===== config.mk =====
export PLATFORM = sky130hd
export DESIGN_NAME = decode_unit
export DESIGN_NICKNAME = d
export VERILOG_FILES = /design/src/lc3b_isa_pkg.sv /design/src/lc3b_ctrl_pkg.sv /design/src/hazard_if.sv /design/src/control_rom.sv /design/src/regfile.sv /design/src/dep_check.sv /design/src/decode.sv /design/src/decode_unit.sv
export SDC_FILE = /design/constraint.sdc
export NUM_CORES = 1
export LEC_CHECK = 0
export BUFFER_PORTS_ARGS = -buffer_cell sky130_fd_sc_hd__clkbuf_2
export CAP_MARGIN = 20
export CORE_AREA = 2 2 183 95
export DETAILED_ROUTE_END_ITERATION = 10
export DIE_AREA = 0 0 185 97
export PLACE_DENSITY = 0.77
export SYNTH_ARGS = -nofsm -noshare
export SYNTH_HDL_FRONTEND = slang
export SYNTH_SLANG_ARGS = --single-unit
export TNS_END_PERCENT = 5

===== constraint.sdc =====
create_clock -name clk -period 2.2 [get_ports clk]
set_clock_uncertainty 0.2 [all_clocks]
set_input_delay 0.33 -clock clk [delete_from_list [all_inputs] [get_ports clk]]
set_output_delay 0.33 -clock clk [all_outputs]
set_load 0.005 [all_outputs]

===== src/lc3b_isa_pkg.sv =====
package lc3b_isa_pkg;

	// Basic LC-3b datapath types.
	typedef logic [15:0] lc3b_word;
	typedef logic [2:0] lc3b_reg;
	typedef logic [2:0] lc3b_nzp; // n, z, p from msb down.

	// Register file depth.
	localparam int num_regs = 8;

	// JSR and TRAP write the return address here.
	localparam lc3b_reg r7 = 3'd7;

	// Opcode field, bits 15 to 12.
	typedef enum logic [3:0]
	{
		op_br   = 4'b0000,
		op_add  = 4'b0001,
		op_ldb  = 4'b0010,
		op_stb  = 4'b0011,
		op_jsr  = 4'b0100,
		op_and  = 4'b0101,
		op_ldr  = 4'b0110,
		op_str  = 4'b0111,
		op_rti  = 4'b1000,
		op_not  = 4'b1001,
		op_ldi  = 4'b1010,
		op_sti  = 4'b1011,
		op_jmp  = 4'b1100,
		op_shf  = 4'b1101,
		op_lea  = 4'b1110,
		op_trap = 4'b1111
	} lc3b_opcode;

endpackage : lc3b_isa_pkg


===== src/lc3b_ctrl_pkg.sv =====
package lc3b_ctrl_pkg;

	typedef enum logic [2:0]
	{
		alu_add,
		alu_and,
		alu_not,
		alu_pass,
		alu_sll,
		alu_srl,
		alu_sra
	} lc3b_aluop;

	// Source-2 register number.
	typedef enum logic
	{
		src_ir_sr2 = 1'b0, // ir[2:0].
		src_ir_dr  = 1'b1  // ir[11:9], stores read their data register.
	} srcmux_sel;

	// Destination register number.
	typedef enum logic
	{
		dest_ir = 1'b0, // ir[11:9].
		dest_r7 = 1'b1  // Link register.
	} destmux_sel;

	typedef struct packed
	{
		lc3b_isa_pkg::lc3b_opcode opcode;
		lc3b_aluop aluop;
		srcmux_sel regfilemux_sel;
		destmux_sel destmux_sel;
		logic sr1_needed;
		logic sr2_needed;
		logic cc_needed;
		logic ld_reg;
		logic ld_cc;
		logic mem_read;
		logic mem_write;
		logic branch_stall;
	} lc3b_control_word;

endpackage : lc3b_ctrl_pkg


===== src/hazard_if.sv =====
`timescale 1ns/1ps

// Destination status of the stages downstream of decode.
interface hazard_if (input logic clk);

	lc3b_isa_pkg::lc3b_reg ex_drid;
	logic ex_ld_reg;
	logic ex_ld_cc;
	logic ex_valid;

	lc3b_isa_pkg::lc3b_reg mem_drid;
	logic mem_ld_reg;
	logic mem_ld_cc;
	logic mem_valid;

	lc3b_isa_pkg::lc3b_reg wb_drid;
	logic wb_ld_reg;
	logic wb_ld_cc;
	logic wb_valid;

	modport producer
	(
		output ex_drid, ex_ld_reg, ex_ld_cc, ex_valid,
		output mem_drid, mem_ld_reg, mem_ld_cc, mem_valid,
		output wb_drid, wb_ld_reg, wb_ld_cc, wb_valid
	);

	modport consumer
	(
		input clk,
		input ex_drid, ex_ld_reg, ex_ld_cc, ex_valid,
		input mem_drid, mem_ld_reg, mem_ld_cc, mem_valid,
		input wb_drid, wb_ld_reg, wb_ld_cc, wb_valid
	);

endinterface : hazard_if


===== src/control_rom.sv =====
`timescale 1ns/1ps

module control_rom
(
	input lc3b_isa_pkg::lc3b_word instr,
	output lc3b_ctrl_pkg::lc3b_control_word ctrl
);

lc3b_isa_pkg::lc3b_opcode opcode;

assign opcode = lc3b_isa_pkg::lc3b_opcode'(instr[15:12]);

always_comb
begin
	ctrl.opcode = opcode;
	ctrl.aluop = lc3b_ctrl_pkg::alu_add;
	ctrl.regfilemux_sel = lc3b_ctrl_pkg::src_ir_sr2;
	ctrl.destmux_sel = lc3b_ctrl_pkg::dest_ir;
	ctrl.sr1_needed = 1'b0;
	ctrl.sr2_needed = 1'b0;
	ctrl.cc_needed = 1'b0;
	ctrl.ld_reg = 1'b0;
	ctrl.ld_cc = 1'b0;
	ctrl.mem_read = 1'b0;
	ctrl.mem_write = 1'b0;
	ctrl.branch_stall = 1'b0;

	case (opcode)
		lc3b_isa_pkg::op_br:
		begin
			ctrl.cc_needed = 1'b1;
			ctrl.branch_stall = 1'b1;
		end
		lc3b_isa_pkg::op_add, lc3b_isa_pkg::op_and:
		begin
			ctrl.aluop = (opcode == lc3b_isa_pkg::op_and) ? lc3b_ctrl_pkg::alu_and
				: lc3b_ctrl_pkg::alu_add;
			ctrl.sr1_needed = 1'b1;
			ctrl.sr2_needed = ~instr[5]; // Immediate form has no sr2.
			ctrl.ld_reg = 1'b1;
			ctrl.ld_cc = 1'b1;
		end
		lc3b_isa_pkg::op_not:
		begin
			ctrl.aluop = lc3b_ctrl_pkg::alu_not;
			ctrl.sr1_needed = 1'b1;
			ctrl.ld_reg = 1'b1;
			ctrl.ld_cc = 1'b1;
		end
		lc3b_isa_pkg::op_shf:
		begin
			if (!instr[4])
				ctrl.aluop = lc3b_ctrl_pkg::alu_sll;
			else if (!instr[5])
				ctrl.aluop = lc3b_ctrl_pkg::alu_srl;
			else
				ctrl.aluop = lc3b_ctrl_pkg::alu_sra;
			ctrl.sr1_needed = 1'b1;
			ctrl.ld_reg = 1'b1;
			ctrl.ld_cc = 1'b1;
		end
		lc3b_isa_pkg::op_ldb, lc3b_isa_pkg::op_ldr, lc3b_isa_pkg::op_ldi:
		begin
			ctrl.sr1_needed = 1'b1; // Base register.
			ctrl.ld_reg = 1'b1;
			ctrl.ld_cc = 1'b1;
			ctrl.mem_read = 1'b1;
		end
		lc3b_isa_pkg::op_stb, lc3b_isa_pkg::op_str, lc3b_isa_pkg::op_sti:
		begin
			ctrl.regfilemux_sel = lc3b_ctrl_pkg::src_ir_dr;
			ctrl.sr1_needed = 1'b1;
			ctrl.sr2_needed = 1'b1;
			ctrl.mem_write = 1'b1;
			ctrl.mem_read = (opcode == lc3b_isa_pkg::op_sti); // Pointer fetch first.
		end
		lc3b_isa_pkg::op_jsr:
		begin
			ctrl.aluop = lc3b_ctrl_pkg::alu_pass;
			ctrl.destmux_sel = lc3b_ctrl_pkg::dest_r7;
			ctrl.sr1_needed = ~instr[11]; // JSRR jumps through BaseR.
			ctrl.ld_reg = 1'b1;
			ctrl.branch_stall = 1'b1;
		end
		lc3b_isa_pkg::op_jmp:
		begin
			ctrl.aluop = lc3b_ctrl_pkg::alu_pass;
			ctrl.sr1_needed = 1'b1;
			ctrl.branch_stall = 1'b1;
		end
		lc3b_isa_pkg::op_lea:
		begin
			ctrl.aluop = lc3b_ctrl_pkg::alu_pass;
			ctrl.ld_reg = 1'b1;
		end
		lc3b_isa_pkg::op_trap:
		begin
			ctrl.destmux_sel = lc3b_ctrl_pkg::dest_r7;
			ctrl.ld_reg = 1'b1;
			ctrl.mem_read = 1'b1; // Vector table read.
			ctrl.branch_stall = 1'b1;
		end
		default: ;
	endcase

	// BR with no condition bits never branches.
	if (instr == 16'h0000)
	begin
		ctrl.cc_needed = 1'b0;
		ctrl.branch_stall = 1'b0;
	end
end

endmodule : control_rom


===== src/regfile.sv =====
`timescale 1ns/1ps

module regfile
(
	input logic clk,
	input logic arst_n,
	input logic load,
	input lc3b_isa_pkg::lc3b_word in,
	input lc3b_isa_pkg::lc3b_reg src_a,
	input lc3b_isa_pkg::lc3b_reg src_b,
	input lc3b_isa_pkg::lc3b_reg dest,
	output lc3b_isa_pkg::lc3b_word reg_a,
	output lc3b_isa_pkg::lc3b_word reg_b
);

lc3b_isa_pkg::lc3b_word data [lc3b_isa_pkg::num_regs];

always_ff @(posedge clk or negedge arst_n)
begin
	if (!arst_n)
	begin
		for (int i = 0; i < lc3b_isa_pkg::num_regs; i++)
			data[i] <= '0;
	end
	else if (load)
	begin
		data[dest] <= in;
	end
end

// Reads see the old value during a write cycle.
always_comb
begin
	reg_a = data[src_a];
	reg_b = data[src_b];
end

// Writeback must always name a register.
dest_known: assert property (@(posedge clk) disable iff (!arst_n)
	load |-> !$isunknown(dest));

endmodule : regfile


===== src/dep_check.sv =====
`timescale 1ns/1ps

module dep_check
(
	input lc3b_isa_pkg::lc3b_reg sr1,
	input lc3b_isa_pkg::lc3b_reg sr2,
	input logic valid,
	input lc3b_ctrl_pkg::lc3b_control_word cw,
	hazard_if.consumer hz,
	output logic dep_stall
);

logic ex_conflict;
logic mem_conflict;
logic wb_conflict;

// True when a register write is pending on a source this instruction reads.
function automatic logic reg_hit
(
	input logic stage_valid,
	input logic stage_ld_reg,
	input lc3b_isa_pkg::lc3b_reg drid,
	input lc3b_isa_pkg::lc3b_reg src1,
	input lc3b_isa_pkg::lc3b_reg src2,
	input logic src1_needed,
	input logic src2_needed
);
	logic hit;
	hit = (src1_needed && drid == src1) || (src2_needed && drid == src2);
	return stage_valid && stage_ld_reg && hit;
endfunction

always_comb
begin
	ex_conflict = reg_hit(hz.ex_valid, hz.ex_ld_reg, hz.ex_drid, sr1, sr2,
		cw.sr1_needed, cw.sr2_needed)
		|| (hz.ex_valid && hz.ex_ld_cc && cw.cc_needed);

	mem_conflict = reg_hit(hz.mem_valid, hz.mem_ld_reg, hz.mem_drid, sr1, sr2,
		cw.sr1_needed, cw.sr2_needed)
		|| (hz.mem_valid && hz.mem_ld_cc && cw.cc_needed);

	wb_conflict = reg_hit(hz.wb_valid, hz.wb_ld_reg, hz.wb_drid, sr1, sr2,
		cw.sr1_needed, cw.sr2_needed)
		|| (hz.wb_valid && hz.wb_ld_cc && cw.cc_needed);
end

assign dep_stall = valid && (ex_conflict || mem_conflict || wb_conflict);

// A stall always traces to a live downstream stage.
stall_has_source: assert property (@(posedge hz.clk)
	dep_stall |-> (hz.ex_valid || hz.mem_valid || hz.wb_valid));

endmodule : dep_check


===== src/decode.sv =====
`timescale 1ns/1ps

module decode
(
	input logic clk,
	input logic arst_n,
	input lc3b_isa_pkg::lc3b_word npc_in,
	input lc3b_isa_pkg::lc3b_word ir_in,
	input logic valid_in,

	// Writeback port.
	input lc3b_isa_pkg::lc3b_word reg_data,
	input lc3b_isa_pkg::lc3b_nzp cc_data,
	input lc3b_isa_pkg::lc3b_reg dest_reg,

	hazard_if.consumer hz,

	input logic execute_br_stall,
	input logic execute_indirect_stall,
	input logic mem_stall,
	input logic mem_br_stall,
	input logic icache_stall,

	output lc3b_isa_pkg::lc3b_word npc,
	output lc3b_isa_pkg::lc3b_word ir,
	output lc3b_ctrl_pkg::lc3b_control_word cw,
	output lc3b_isa_pkg::lc3b_word sr1,
	output lc3b_isa_pkg::lc3b_word sr2,
	output lc3b_isa_pkg::lc3b_nzp cc_out,
	output lc3b_isa_pkg::lc3b_reg dr,
	output lc3b_isa_pkg::lc3b_reg sr1_reg,
	output lc3b_isa_pkg::lc3b_reg sr2_reg,
	output logic valid,
	output logic load_ex,
	output logic dep_stall,
	output logic decode_br_stall
);

assign npc = npc_in;
assign ir = ir_in;
assign sr1_reg = ir_in[8:6];

// Stores read their data register as source 2.
assign sr2_reg = (cw.regfilemux_sel == lc3b_ctrl_pkg::src_ir_dr) ? ir_in[11:9] : ir_in[2:0];
assign dr = (cw.destmux_sel == lc3b_ctrl_pkg::dest_r7) ? lc3b_isa_pkg::r7 : ir_in[11:9];

control_rom control_store
(
	.instr(ir_in),
	.ctrl(cw)
);

regfile regfile_int
(
	.clk,
	.arst_n,
	.load(hz.wb_ld_reg),
	.in(reg_data),
	.src_a(sr1_reg),
	.src_b(sr2_reg),
	.dest(dest_reg),
	.reg_a(sr1),
	.reg_b(sr2)
);

always_ff @(posedge clk or negedge arst_n)
begin
	if (!arst_n)
		cc_out <= '0;
	else if (hz.wb_ld_cc)
		cc_out <= cc_data;
end

dep_check dep_check_int
(
	.sr1(sr1_reg),
	.sr2(sr2_reg),
	.valid(valid_in),
	.cw,
	.hz,
	.dep_stall
);

assign decode_br_stall = valid_in && cw.branch_stall;
assign valid = valid_in && !dep_stall && !execute_br_stall && !mem_br_stall;
assign load_ex = !(mem_stall || execute_indirect_stall || icache_stall); // Back-pressure.

// Condition codes never load an unknown value.
cc_known: assert property (@(posedge clk) disable iff (!arst_n)
	hz.wb_ld_cc |-> !$isunknown(cc_data));

endmodule : decode


===== src/decode_unit.sv =====
`timescale 1ns/1ps

module decode_unit
(
	input logic clk,
	input logic arst_n,
	input lc3b_isa_pkg::lc3b_word npc_in,
	input lc3b_isa_pkg::lc3b_word ir_in,
	input logic valid_in,
	input lc3b_isa_pkg::lc3b_word reg_data,
	input lc3b_isa_pkg::lc3b_nzp cc_data,
	input lc3b_isa_pkg::lc3b_reg dest_reg,

	input lc3b_isa_pkg::lc3b_reg ex_drid,
	input logic ex_ld_reg,
	input logic ex_ld_cc,
	input logic ex_valid,
	input lc3b_isa_pkg::lc3b_reg mem_drid,
	input logic mem_ld_reg,
	input logic mem_ld_cc,
	input logic mem_valid,
	input lc3b_isa_pkg::lc3b_reg wb_drid,
	input logic wb_ld_reg,
	input logic wb_ld_cc,
	input logic wb_valid,

	input logic execute_br_stall,
	input logic execute_indirect_stall,
	input logic mem_stall,
	input logic mem_br_stall,
	input logic icache_stall,

	output lc3b_isa_pkg::lc3b_word npc,
	output lc3b_isa_pkg::lc3b_word ir,
	output lc3b_ctrl_pkg::lc3b_control_word cw,
	output lc3b_isa_pkg::lc3b_word sr1,
	output lc3b_isa_pkg::lc3b_word sr2,
	output lc3b_isa_pkg::lc3b_nzp cc_out,
	output lc3b_isa_pkg::lc3b_reg dr,
	output lc3b_isa_pkg::lc3b_reg sr1_reg,
	output lc3b_isa_pkg::lc3b_reg sr2_reg,
	output logic valid,
	output logic load_ex,
	output logic dep_stall,
	output logic decode_br_stall
);

hazard_if hz (.clk);

// Downstream status onto the hazard bundle.
assign hz.ex_drid = ex_drid;
assign hz.ex_ld_reg = ex_ld_reg;
assign hz.ex_ld_cc = ex_ld_cc;
assign hz.ex_valid = ex_valid;
assign hz.mem_drid = mem_drid;
assign hz.mem_ld_reg = mem_ld_reg;
assign hz.mem_ld_cc = mem_ld_cc;
assign hz.mem_valid = mem_valid;
assign hz.wb_drid = wb_drid;
assign hz.wb_ld_reg = wb_ld_reg;
assign hz.wb_ld_cc = wb_ld_cc;
assign hz.wb_valid = wb_valid;

decode decode_int
(
	.clk,
	.arst_n,
	.npc_in,
	.ir_in,
	.valid_in,
	.reg_data,
	.cc_data,
	.dest_reg,
	.hz(hz.consumer),
	.execute_br_stall,
	.execute_indirect_stall,
	.mem_stall,
	.mem_br_stall,
	.icache_stall,
	.npc,
	.ir,
	.cw,
	.sr1,
	.sr2,
	.cc_out,
	.dr,
	.sr1_reg,
	.sr2_reg,
	.valid,
	.load_ex,
	.dep_stall,
	.decode_br_stall
);

endmodule : decode_unit


==> report_table.html, run 1 <==
<table>
<tr><th>Metric</th><th>Value</th></tr>
<tr><th colspan="2">Status</th></tr>
<tr><td>Status</td><td>finished with violations</td></tr>
<tr><td>Violations in the final reports</td><td>setup timing</td></tr>
<tr><th colspan="2">Power and ir drop</th></tr>
<tr><td>Leak</td><td>approximately 4.8 nW</td></tr>
<tr><td>Total power per unit cell area</td><td>a little over 800 mW/mm2</td></tr>
<tr><td>Post-layout power</td><td>between 0.008 and 0.009 W</td></tr>
<tr><td>Maximum resistive drop on vdd</td><td>0.0005589 V</td></tr>
<tr><th colspan="2">Timing</th></tr>
<tr><td>Worst-case hold slack</td><td>about 0.054 ns</td></tr>
<tr><td>Max frequency</td><td>~400 MHz</td></tr>
<tr><td>Clock period minus worst slack</td><td>approximately 2.5 ns</td></tr>
<tr><td>Max-slew violation count</td><td>0</td></tr>
<tr><td>Unrepaired setup endpoints after global routing</td><td>yes</td></tr>
<tr><td>Period utilization</td><td>114.2%</td></tr>
<tr><td>Relative max-transition margin</td><td>70.18%</td></tr>
<tr><td>Slew at the pin with the worst max-slew slack</td><td>0.4473 ns</td></tr>
<tr><td>Worst Slack Setup Final</td><td>-0.3125 ns</td></tr>
<tr><td>Final setup fails</td><td>34</td></tr>
<tr><td>Final Hold Fails</td><td>0</td></tr>
<tr><th colspan="2">Layout</th></tr>
<tr><td>Sequential cell area</td><td>~0.0033 mm2</td></tr>
<tr><td>Layout cells sized above 1</td><td>56.92%</td></tr>
<tr><td>Total inserted antenna cells</td><td>0</td></tr>
<tr><td>Post-Layout Inst Area</td><td>~0.011 mm2</td></tr>
<tr><td>Final nets</td><td>roughly 980</td></tr>
<tr><td>Area Growth Syn to Fin</td><td>30.82%</td></tr>
<tr><td>Core occupancy in the finished layout</td><td>between 60% and 70%</td></tr>
<tr><td>Fill cell instance count of the final layout</td><td>between 1000 and 1500</td></tr>
<tr><td>Multi-input gate area</td><td>between 0.004 and 0.005 mm2</td></tr>
<tr><th colspan="2">Place</th></tr>
<tr><td>PortBufs</td><td>~140</td></tr>
<tr><td>Sum of net half-perimeters after detailed placement</td><td>15530 um</td></tr>
<tr><td>Routability cong.</td><td>between 0.8 and 0.9</td></tr>
<tr><td>Place WS</td><td>-0.3189 ns</td></tr>
<tr><td>Instance area at placement</td><td>between 0.009 and 0.01 mm2</td></tr>
<tr><th colspan="2">Detailed routing</th></tr>
<tr><td>Residual antenna-violating net count after detailed routing</td><td>0</td></tr>
<tr><td>Via density per instance</td><td>between 6 and 7</td></tr>
<tr><td>Iteration count of the initial detailed-routing pass</td><td>7</td></tr>
<tr><td>Vias after detailed routing</td><td>between 7000 and 8000</td></tr>
<tr><td>Number of design-rule violations left by the first detailed-router iteration</td><td>around 540</td></tr>
<tr><td>Remaining design rule violation count</td><td>0</td></tr>
<tr><td>Routed wirelength normalized by instance count</td><td>between 20 and 25 um</td></tr>
<tr><td>Routed Wire Length</td><td>~26000 um</td></tr>
<tr><th colspan="2">Critical path</th></tr>
<tr><td>Ordered list of cells on the worst path</td><td>buf_8 -&gt; and2_4 -&gt; o21ai_4 -&gt; and2_4 -&gt; clkinv_8 -&gt; buf_12 -&gt; buf_4 -&gt; nand2_1 -&gt; nand3_1 -&gt; a31o_2 -&gt; clkbuf_2</td></tr>
<tr><td>Critical Setup Path Class</td><td>in2out</td></tr>
<tr><td>Data required time at the worst endpoint</td><td>roughly 1.7 ns</td></tr>
<tr><td>Worst endpoint data arrival time</td><td>about 2.0 ns</td></tr>
<tr><td>Worst path slowest cell</td><td>sky130_fd_sc_hd__a31o_2</td></tr>
<tr><td>Stage delay of the slowest cell on the critical path</td><td>~0.24 ns</td></tr>
<tr><td>Most common cell on crit path</td><td>sky130_fd_sc_hd__and2_4</td></tr>
<tr><td>Crit end category</td><td>output port</td></tr>
<tr><td>Setup crit start kind</td><td>input port</td></tr>
<tr><td>Flop2flop setup slack</td><td>roughly 1.2 ns</td></tr>
<tr><td>Reg-to-reg endpoint</td><td>decode_int.regfile_int.data[29]$_DFFE_PN0P_</td></tr>
<tr><td>Kind of cell adding the most delay to the critical path</td><td>buffers and inverters</td></tr>
<tr><td>Buffers and inverters on the worst path</td><td>5</td></tr>
<tr><td>Critical path peak fanout</td><td>7</td></tr>
<tr><td>Worst Reg2Reg Path Length in Cells</td><td>1</td></tr>
<tr><td>Critical register-to-register path startpoint</td><td>decode_int.regfile_int.data[29]$_DFFE_PN0P_</td></tr>
<tr><th colspan="2">GRT</th></tr>
<tr><td>Pin count of the biggest net entering global routing</td><td>59</td></tr>
<tr><td>Aggregate global routing overflow</td><td>0</td></tr>
<tr><td>Antenna violations before repair</td><td>0</td></tr>
<tr><td>Global-route wire length before repair</td><td>36970 um</td></tr>
<tr><td>Global routing usage summed across all routing layers</td><td>26.74%</td></tr>
<tr><td>Via count of the first global-routing pass</td><td>just over 7000</td></tr>
<tr><th colspan="2">Hold path</th></tr>
<tr><td>Sink of the worst hold path</td><td>decode_int.regfile_int.data[23]$_DFFE_PN0P_</td></tr>
<tr><td>Worst hold path class</td><td>in2reg</td></tr>
<tr><td>Hold Crit Start</td><td>reg_data[7]</td></tr>
<tr><td>Worst Hold Depth</td><td>2</td></tr>
<tr><th colspan="2">Clock tree</th></tr>
<tr><td>Number of sinks on the clock net</td><td>roughly 130</td></tr>
<tr><td>CTS Buffer Depth</td><td>2</td></tr>
<tr><td>Number of H-tree levels</td><td>4</td></tr>
<tr><td>Clock Root Buffer</td><td>sky130_fd_sc_hd__clkbuf_16</td></tr>
<tr><td>Insertion delay of the later-clocked pin in the worst-skew pair</td><td>between 0.4 and 0.5 ns</td></tr>
<tr><td>Clock tree from TritonCTS</td><td>yes</td></tr>
<tr><td>Clock buffer count from CTS</td><td>17</td></tr>
<tr><td>Register clock-pin slew on the reported worst setup and hold paths</td><td>approximately 0.060 ns</td></tr>
<tr><th colspan="2">Synthesis</th></tr>
<tr><td>Cell types with the highest counts after synthesis</td><td>147 x sky130_fd_sc_hd__mux2_2, 131 x sky130_fd_sc_hd__dfrtp_1, 110 x sky130_fd_sc_hd__nand2_1, 42 x sky130_fd_sc_hd__buf_4, 36 x sky130_fd_sc_hd__nand3_1</td></tr>
<tr><td>Most repeated cell in the gate-level netlist after synthesis</td><td>sky130_fd_sc_hd__mux2_2</td></tr>
<tr><td>Seq/Total Area, Yosys</td><td>around 40%</td></tr>
<tr><td>#FFs+latches synth</td><td>roughly 130</td></tr>
<tr><td>Proportion of synthesized area in mux cells</td><td>29.61%</td></tr>
<tr><td>Main combinational cell family by area after synthesis</td><td>multiplexers</td></tr>
<tr><td>Area fraction in and, or, nand and nor cells after synthesis</td><td>between 10% and 20%</td></tr>
<tr><td>Cell type with the largest total area after synthesis</td><td>sky130_fd_sc_hd__dfrtp_1</td></tr>
<tr><td>EDFF count, synth</td><td>0</td></tr>
<tr><td>Synth Warn #</td><td>0</td></tr>
<tr><td>Post-synthesis share of cell area spent on full adders, half adders and majority gates</td><td>0%</td></tr>
<tr><td>Xor/xnor cell area share of the yosys netlist</td><td>~1.7%</td></tr>
<tr><td>Post-synth cell types</td><td>51</td></tr>
<tr><td>Mean Syn Cell Area</td><td>11.11 um2</td></tr>
<tr><td>Main synth FF type</td><td>sky130_fd_sc_hd__dfrtp_1</td></tr>
<tr><td>Mapped Area</td><td>slightly above 0.008 mm2</td></tr>
<tr><td>Proportion of synthesized flip-flops having asynchronous set or reset</td><td>between 90% and 100%</td></tr>
<tr><td>Count of mapped cells out of synthesis</td><td>between 700 and 800</td></tr>
<tr><td>Syn Nets</td><td>805</td></tr>
<tr><td>Post-synth top area share</td><td>about 41%</td></tr>
<tr><td>Cell types occupying the most area after synthesis</td><td>sky130_fd_sc_hd__dfrtp_1 41%, sky130_fd_sc_hd__mux2_2 21%, sky130_fd_sc_hd__mux4_2 8.9%</td></tr>
<tr><td>Compound-Gate Fraction of Synth Area</td><td>between 8 and 9%</td></tr>
<tr><th colspan="2">Floorplanning</th></tr>
<tr><td>Rows</td><td>33</td></tr>
<tr><td>Die Outline Area</td><td>approximately 0.018 mm2</td></tr>
<tr><td>Die Span X</td><td>185 um</td></tr>
<tr><td>Core area</td><td>about 0.016 mm2</td></tr>
<tr><td>Top-level I/O count</td><td>about 180</td></tr>
<tr><td>Height of the die</td><td>approximately 97 um</td></tr>
<tr><td>Initial standard-cell utilization of the core</td><td>49.78%</td></tr>
<tr><th colspan="2">Job</th></tr>
<tr><td>Maximum capacitance violations</td><td>0</td></tr>
</table>
kinds of logic (layout without fill, tap and decap cells):
family | count (synthesis) | count (layout)
AO/OA/AOI/OAI | 83 | 83
XOR/XNOR | 16 | 16
buffers and inverters | 106 | 298
flip-flops | 131 | 131
multiplexers | 180 | 180
AND/OR/NAND/NOR | 209 | 209
state kept, by name (all words and copies together), names as in the netlist:
register / cells
decode_int.regfile_int.data: 128
decode_int.cc_out: 3
power by group:
part           switching, W  internal [W]
sequential         0.000472       0.00294
clock               0.00108       0.00165
combinational       0.00109       0.00142
worst max-delay path by stage:
| stage | start | to | slack [ns] | cells past startpoint |
|---|---|---|---|---|
| after global placement | ir_in[13] | sr2[5] | -0.31 | 11 |
| after CTS | ir_in[13] | sr2[2] | -0.25 | 11 |
| final | ir_in[15] | sr2[5] | -0.31 | 11 |
| after detailed placement | ir_in[13] | sr2[8] | -0.32 | 11 |
| after floorplan | ir_in[15] | sr2[14] | 0.02 | 10 |
| after global routing | ir_in[15] | sr2[4] | -0.34 | 10 |
per-stage QoR:
step	TNS (ns)	std cells
after floorplan	0	725
after global placement	-5.709	1102
after detailed placement	-6.039	1102
after CTS	-4.273	1139
after global routing	-6.475	1144
final	-4.990	1144
routing by layer:
layer,wire (um),track usage [%],share of wire (%),vias to the layer above
met2,12300,44.66,47,507
met1,9993,32.91,38,3549
met3,2573,6.325,9.9,127
met5,0,0,0,-
met4,1172,12.39,4.5,0
li1,-,-,-,2992
layout by cell type, fill, tap and decap left out, drive strengths merged, types with 9 or more instances in the layout:
cell type  synthesis  routed
clkbuf            25     164
mux2             147     147
dfrtp            131     131
nand2            110     110
buf               67     105
nand3             37      37
mux4              32      32
and3              18      18
a211oi            17      17
a31o              16      16
a311oi            16      16
inv               14      15
xor2              14      14
o21ai              9       9
layout make-up:
| class | count | area share [%] |
|---|---|---|
| clock buffers | 21 | 4.463 |
| clock inverters | 11 | 0.9733 |
| inverters | 14 | 0.6409 |
| multi-input cells | 488 | 42.54 |
| flip-flops and latches | 131 | 31.10 |
| well taps | 227 | 2.694 |
| repair buffers | 252 | 17.59 |
repair_timing:
item                                    4_1_cts  5_1_grt
gates resized for setup                      39       52
hold buffers                                  4        0
endpoints found under the setup margin       34       34
buffers inserted                              0        1
hold endpoints to repair                     32        0
gates cloned                                  1        4
pin swaps                                    12       28
Note: power is estimated with default switching activity, not from simulation.
==> run 2, diff against run 1 <==
--- a/config.mk
+++ b/config.mk
@@ -7,10 +7,10 @@
 export LEC_CHECK = 0
 export BUFFER_PORTS_ARGS = -buffer_cell sky130_fd_sc_hd__clkbuf_2
 export CAP_MARGIN = 20
-export CORE_AREA = 2 2 183 95
+export CORE_AREA = 2 2 117 147
 export DETAILED_ROUTE_END_ITERATION = 10
-export DIE_AREA = 0 0 185 97
-export PLACE_DENSITY = 0.77
+export DIE_AREA = 0 0 119 149
+export PLACE_DENSITY = 0.76
 export SYNTH_ARGS = -nofsm -noshare
 export SYNTH_HDL_FRONTEND = slang
 export SYNTH_SLANG_ARGS = --single-unit
==> run 2 against run 1 <==
  * Sequential power hardly changed
  * The flow still finishes with violations (setup timing)
  * Utilization up 0.39 points
  * Global-route usage increased by 3.4 points
  * Non-clock buffer count up 1
  * Cell area increased by 2.6%
  * Die area is 1.2% lower
  * Sequential share of layout area fell by 0.77 points
  * Wire length up 5.0%
==> report_table.html, run 2 (synthesis gave the netlist of run 1 again) <==
<table>
<tr><th>Metric</th><th>Value</th></tr>
<tr><th colspan="2">Power and ir drop</th></tr>
<tr><td>P_int</td><td>0.006579 W</td></tr>
<tr><td>Proportion of total power due to net switching</td><td>between 20% and 30%</td></tr>
<tr><td>Maximum resistive drop on vdd</td><td>0.0006723 V</td></tr>
<tr><td>Post-layout power</td><td>0.009283 W</td></tr>
<tr><td>Leak</td><td>between 4 and 5 nW</td></tr>
<tr><td>Sw power</td><td>approximately 0.0027 W</td></tr>
<tr><td>Total power per unit cell area</td><td>858.1 mW/mm2</td></tr>
<tr><td>Power share of the clock group</td><td>roughly a third</td></tr>
<tr><td>Gate power share</td><td>~28%</td></tr>
<tr><td>Register share of total power</td><td>around 37%</td></tr>
<tr><th colspan="2">Timing</th></tr>
<tr><td>Clock period minus worst slack</td><td>between 2 and 3 ns</td></tr>
<tr><td>Max-slew violation count</td><td>0</td></tr>
<tr><td>Final setup fails</td><td>34</td></tr>
<tr><td>Final Hold Fails</td><td>0</td></tr>
<tr><td>Period utilization</td><td>114.5%</td></tr>
<tr><td>Max frequency</td><td>397.0 MHz</td></tr>
<tr><td>Worst-case hold slack</td><td>a little under 0.06 ns</td></tr>
<tr><td>Unrepaired setup endpoints after global routing</td><td>yes</td></tr>
<tr><td>Worst Slack Setup Final</td><td>-0.3190 ns</td></tr>
<tr><td>Relative max-transition margin</td><td>between 70% and 80%</td></tr>
<tr><td>Slew at the pin with the worst max-slew slack</td><td>approximately 0.44 ns</td></tr>
<tr><th colspan="2">Detailed routing</th></tr>
<tr><td>Routed Wire Length</td><td>27340 um</td></tr>
<tr><td>Remaining design rule violation count</td><td>0</td></tr>
<tr><td>Via density per instance</td><td>6.280</td></tr>
<tr><td>Number of design-rule violations left by the first detailed-router iteration</td><td>between 500 and 600</td></tr>
<tr><td>Met3 Routed Length</td><td>around 2500 um</td></tr>
<tr><td>Iteration count of the initial detailed-routing pass</td><td>5</td></tr>
<tr><td>Vias after detailed routing</td><td>slightly above 7000</td></tr>
<tr><td>Residual antenna-violating net count after detailed routing</td><td>0</td></tr>
<tr><td>Routed wirelength normalized by instance count</td><td>about 24 um</td></tr>
<tr><td>Detailed route wirelength on metal2</td><td>around 14000 um</td></tr>
<tr><td>Highest layer used for signal routing</td><td>met4</td></tr>
<tr><td>M1 wire length</td><td>roughly 9500 um</td></tr>
<tr><th colspan="2">Status</th></tr>
<tr><td>Status</td><td>finished with violations</td></tr>
<tr><td>Violations in the final reports</td><td>setup timing</td></tr>
<tr><th colspan="2">Hold path</th></tr>
<tr><td>Sink of the worst hold path</td><td>decode_int.regfile_int.data[47]$_DFFE_PN0P_</td></tr>
<tr><td>Worst Hold Depth</td><td>2</td></tr>
<tr><td>Worst hold path class</td><td>in2reg</td></tr>
<tr><td>Hold Crit Start</td><td>reg_data[15]</td></tr>
<tr><th colspan="2">Clock tree</th></tr>
<tr><td>Clock buffer count from CTS</td><td>17</td></tr>
<tr><td>Clock tree from TritonCTS</td><td>yes</td></tr>
<tr><td>Register clock-pin slew on the reported worst setup and hold paths</td><td>roughly 0.06 ns</td></tr>
<tr><td>CTS Buffer Depth</td><td>2</td></tr>
<tr><td>Clock Root Buffer</td><td>sky130_fd_sc_hd__clkbuf_16</td></tr>
<tr><td>Number of sinks on the clock net</td><td>around 130</td></tr>
<tr><td>Insertion delay of the later-clocked pin in the worst-skew pair</td><td>0.42 ns</td></tr>
<tr><td>Number of H-tree levels</td><td>4</td></tr>
<tr><th colspan="2">Critical path</th></tr>
<tr><td>Buffers and inverters on the worst path</td><td>3</td></tr>
<tr><td>Worst endpoint data arrival time</td><td>between 1.5 and 2 ns</td></tr>
<tr><td>Worst Reg2Reg Path Length in Cells</td><td>1</td></tr>
<tr><td>Critical path peak fanout</td><td>16</td></tr>
<tr><td>Ordered list of cells on the worst path</td><td>buf_6 -&gt; and2_4 -&gt; o21ai_4 -&gt; buf_4 -&gt; and3_1 -&gt; a211oi_4 -&gt; a311oi_2 -&gt; a31o_2 -&gt; clkbuf_2</td></tr>
<tr><td>Critical register-to-register path startpoint</td><td>decode_int.regfile_int.data[22]$_DFFE_PN0P_</td></tr>
<tr><td>Kind of cell adding the most delay to the critical path</td><td>compound AO/OA/AOI/OAI gates</td></tr>
<tr><td>Setup crit start kind</td><td>input port</td></tr>
<tr><td>Crit end category</td><td>output port</td></tr>
<tr><td>Flop2flop setup slack</td><td>around 1.1 ns</td></tr>
<tr><td>Reg-to-reg endpoint</td><td>decode_int.regfile_int.data[22]$_DFFE_PN0P_</td></tr>
<tr><td>Critical Setup Path Class</td><td>in2out</td></tr>
<tr><td>Data required time at the worst endpoint</td><td>1.67 ns</td></tr>
<tr><td>Stage delay of the slowest cell on the critical path</td><td>around 0.3 ns</td></tr>
<tr><td>Worst path slowest cell</td><td>sky130_fd_sc_hd__and3_1</td></tr>
<tr><th colspan="2">Floorplanning</th></tr>
<tr><td>Top-level I/O count</td><td>about 180</td></tr>
<tr><td>Die Span X</td><td>between 100 and 150 um</td></tr>
<tr><td>Rows</td><td>53</td></tr>
<tr><td>Height of the die</td><td>approximately 150 um</td></tr>
<tr><td>Initial standard-cell utilization of the core</td><td>between 40% and 50%</td></tr>
<tr><td>Core area</td><td>0.01651 mm2</td></tr>
<tr><td>Die Outline Area</td><td>roughly 0.018 mm2</td></tr>
<tr><th colspan="2">Layout</th></tr>
<tr><td>Final nets</td><td>around 990</td></tr>
<tr><td>Most common cell after layout, fill and taps aside</td><td>sky130_fd_sc_hd__clkbuf_2</td></tr>
<tr><td>Number of flip-flops under the largest register name</td><td>128</td></tr>
<tr><td>Commonest cells after routing, fill and taps aside</td><td>135 x sky130_fd_sc_hd__clkbuf_2, 133 x sky130_fd_sc_hd__mux2_2, 129 x sky130_fd_sc_hd__dfrtp_1, 106 x sky130_fd_sc_hd__nand2_1, 78 x sky130_fd_sc_hd__buf_4</td></tr>
<tr><td>Final non-filler cell total</td><td>approximately 1100</td></tr>
<tr><td>Core occupancy in the finished layout</td><td>between 60% and 70%</td></tr>
<tr><td>Fill cell instance count of the final layout</td><td>1140</td></tr>
<tr><td>Area Growth Syn to Fin</td><td>34.25%</td></tr>
<tr><td>Total inserted antenna cells</td><td>0</td></tr>
<tr><td>Layout cells sized above 1</td><td>57.84%</td></tr>
<tr><td>Leading registers by flop count</td><td>decode_int.regfile_int.data x128, decode_int.cc_out x3</td></tr>
<tr><td>Top reg by flops</td><td>decode_int.regfile_int.data</td></tr>
<tr><th colspan="2">GRT</th></tr>
<tr><td>Antenna violations before repair</td><td>0</td></tr>
<tr><td>Global-route wire length before repair</td><td>40920 um</td></tr>
<tr><td>Via count of the first global-routing pass</td><td>about 7500</td></tr>
<tr><td>Aggregate global routing overflow</td><td>0</td></tr>
<tr><td>Pin count of the biggest net entering global routing</td><td>47</td></tr>
<tr><td>Global routing usage summed across all routing layers</td><td>30.18%</td></tr>
<tr><th colspan="2">Place</th></tr>
<tr><td>Routability cong.</td><td>around 0.94</td></tr>
<tr><td>Cell total after placement</td><td>between 1000 and 1500</td></tr>
<tr><td>PortBufs</td><td>between 100 and 150</td></tr>
<tr><td>Sum of net half-perimeters after detailed placement</td><td>roughly 16000 um</td></tr>
<tr><th colspan="2">Job</th></tr>
<tr><td>Maximum capacitance violations</td><td>0</td></tr>
</table>
-- run 2: worst max path at each step --
stage	slack, ns	from	end	depth (start not counted)
2_1_floorplan	0.02	ir_in[15]	sr2[14]	10
3_3_place_gp	-0.41	ir_in[13]	valid	9
3_5_place_dp	-0.44	ir_in[13]	valid	9
4_1_cts	-0.27	ir_in[14]	sr2[11]	11
5_1_grt	-0.37	ir_in[15]	sr2[12]	11
6_report	-0.32	ir_in[15]	sr2[1]	9
-- run 2: metrics by stage --
step | worst slack, ns | cell area, um2 | TNS [ns]
6_report | -0.3190 | 10820 | -5.496
5_1_grt | -0.3730 | 10820 | -6.989
4_1_cts | -0.2674 | 10620 | -4.374
3_5_place_dp | -0.4391 | 9429 | -7.691
3_3_place_gp | -0.4105 | 9429 | -7.465
2_1_floorplan | 0.02235 | 8058 | 0
-- run 2: power groups by stage --
stage	registers [W]	logic [W]	clock network, W
global route	0.00347	0.00276	0.00338
CTS	0.00335	0.00244	0.00328
floorplan	0.00323	0.00146	0
global placement	0.00332	0.00213	0
detailed placement	0.00336	0.00218	0
finish	0.00342	0.00259	0.00328
-- run 2: metal layers --
| layer | GRT usage, % | up-vias |
|---|---|---|
| met3 | 6.116 | 126 |
| li1 | - | 2980 |
| met1 | 33.76 | 3528 |
| met2 | 53.88 | 513 |
| met4 | 16.43 | 0 |
| met5 | 0 | - |
-- run 2: repair_timing --
item / CTS / global route
gates resized for setup: 71 / 41
gates cloned: 4 / 1
setup buffers: 5 / 4
hold endpoints to repair: 111 / 0
pin swaps: 21 / 23
endpoints found under the setup margin: 34 / 35
hold buffers: 4 / 0
-- run 2: area by class of cell --
| class | count | area (um2) | share of cell area, % |
|---|---|---|---|
| Multi-Input combinational cell | 488 | 4563 | 42.18 |
| Sequential cell | 131 | 3281 | 30.33 |
| Timing Repair Buffer | 253 | 1946 | 17.99 |
| Clock buffer | 20 | 456.7 | 4.222 |
| Tap cell | 220 | 275.3 | 2.545 |
| Clock inverter | 12 | 226.5 | 2.093 |
| Inverter | 14 | 70.07 | 0.6477 |
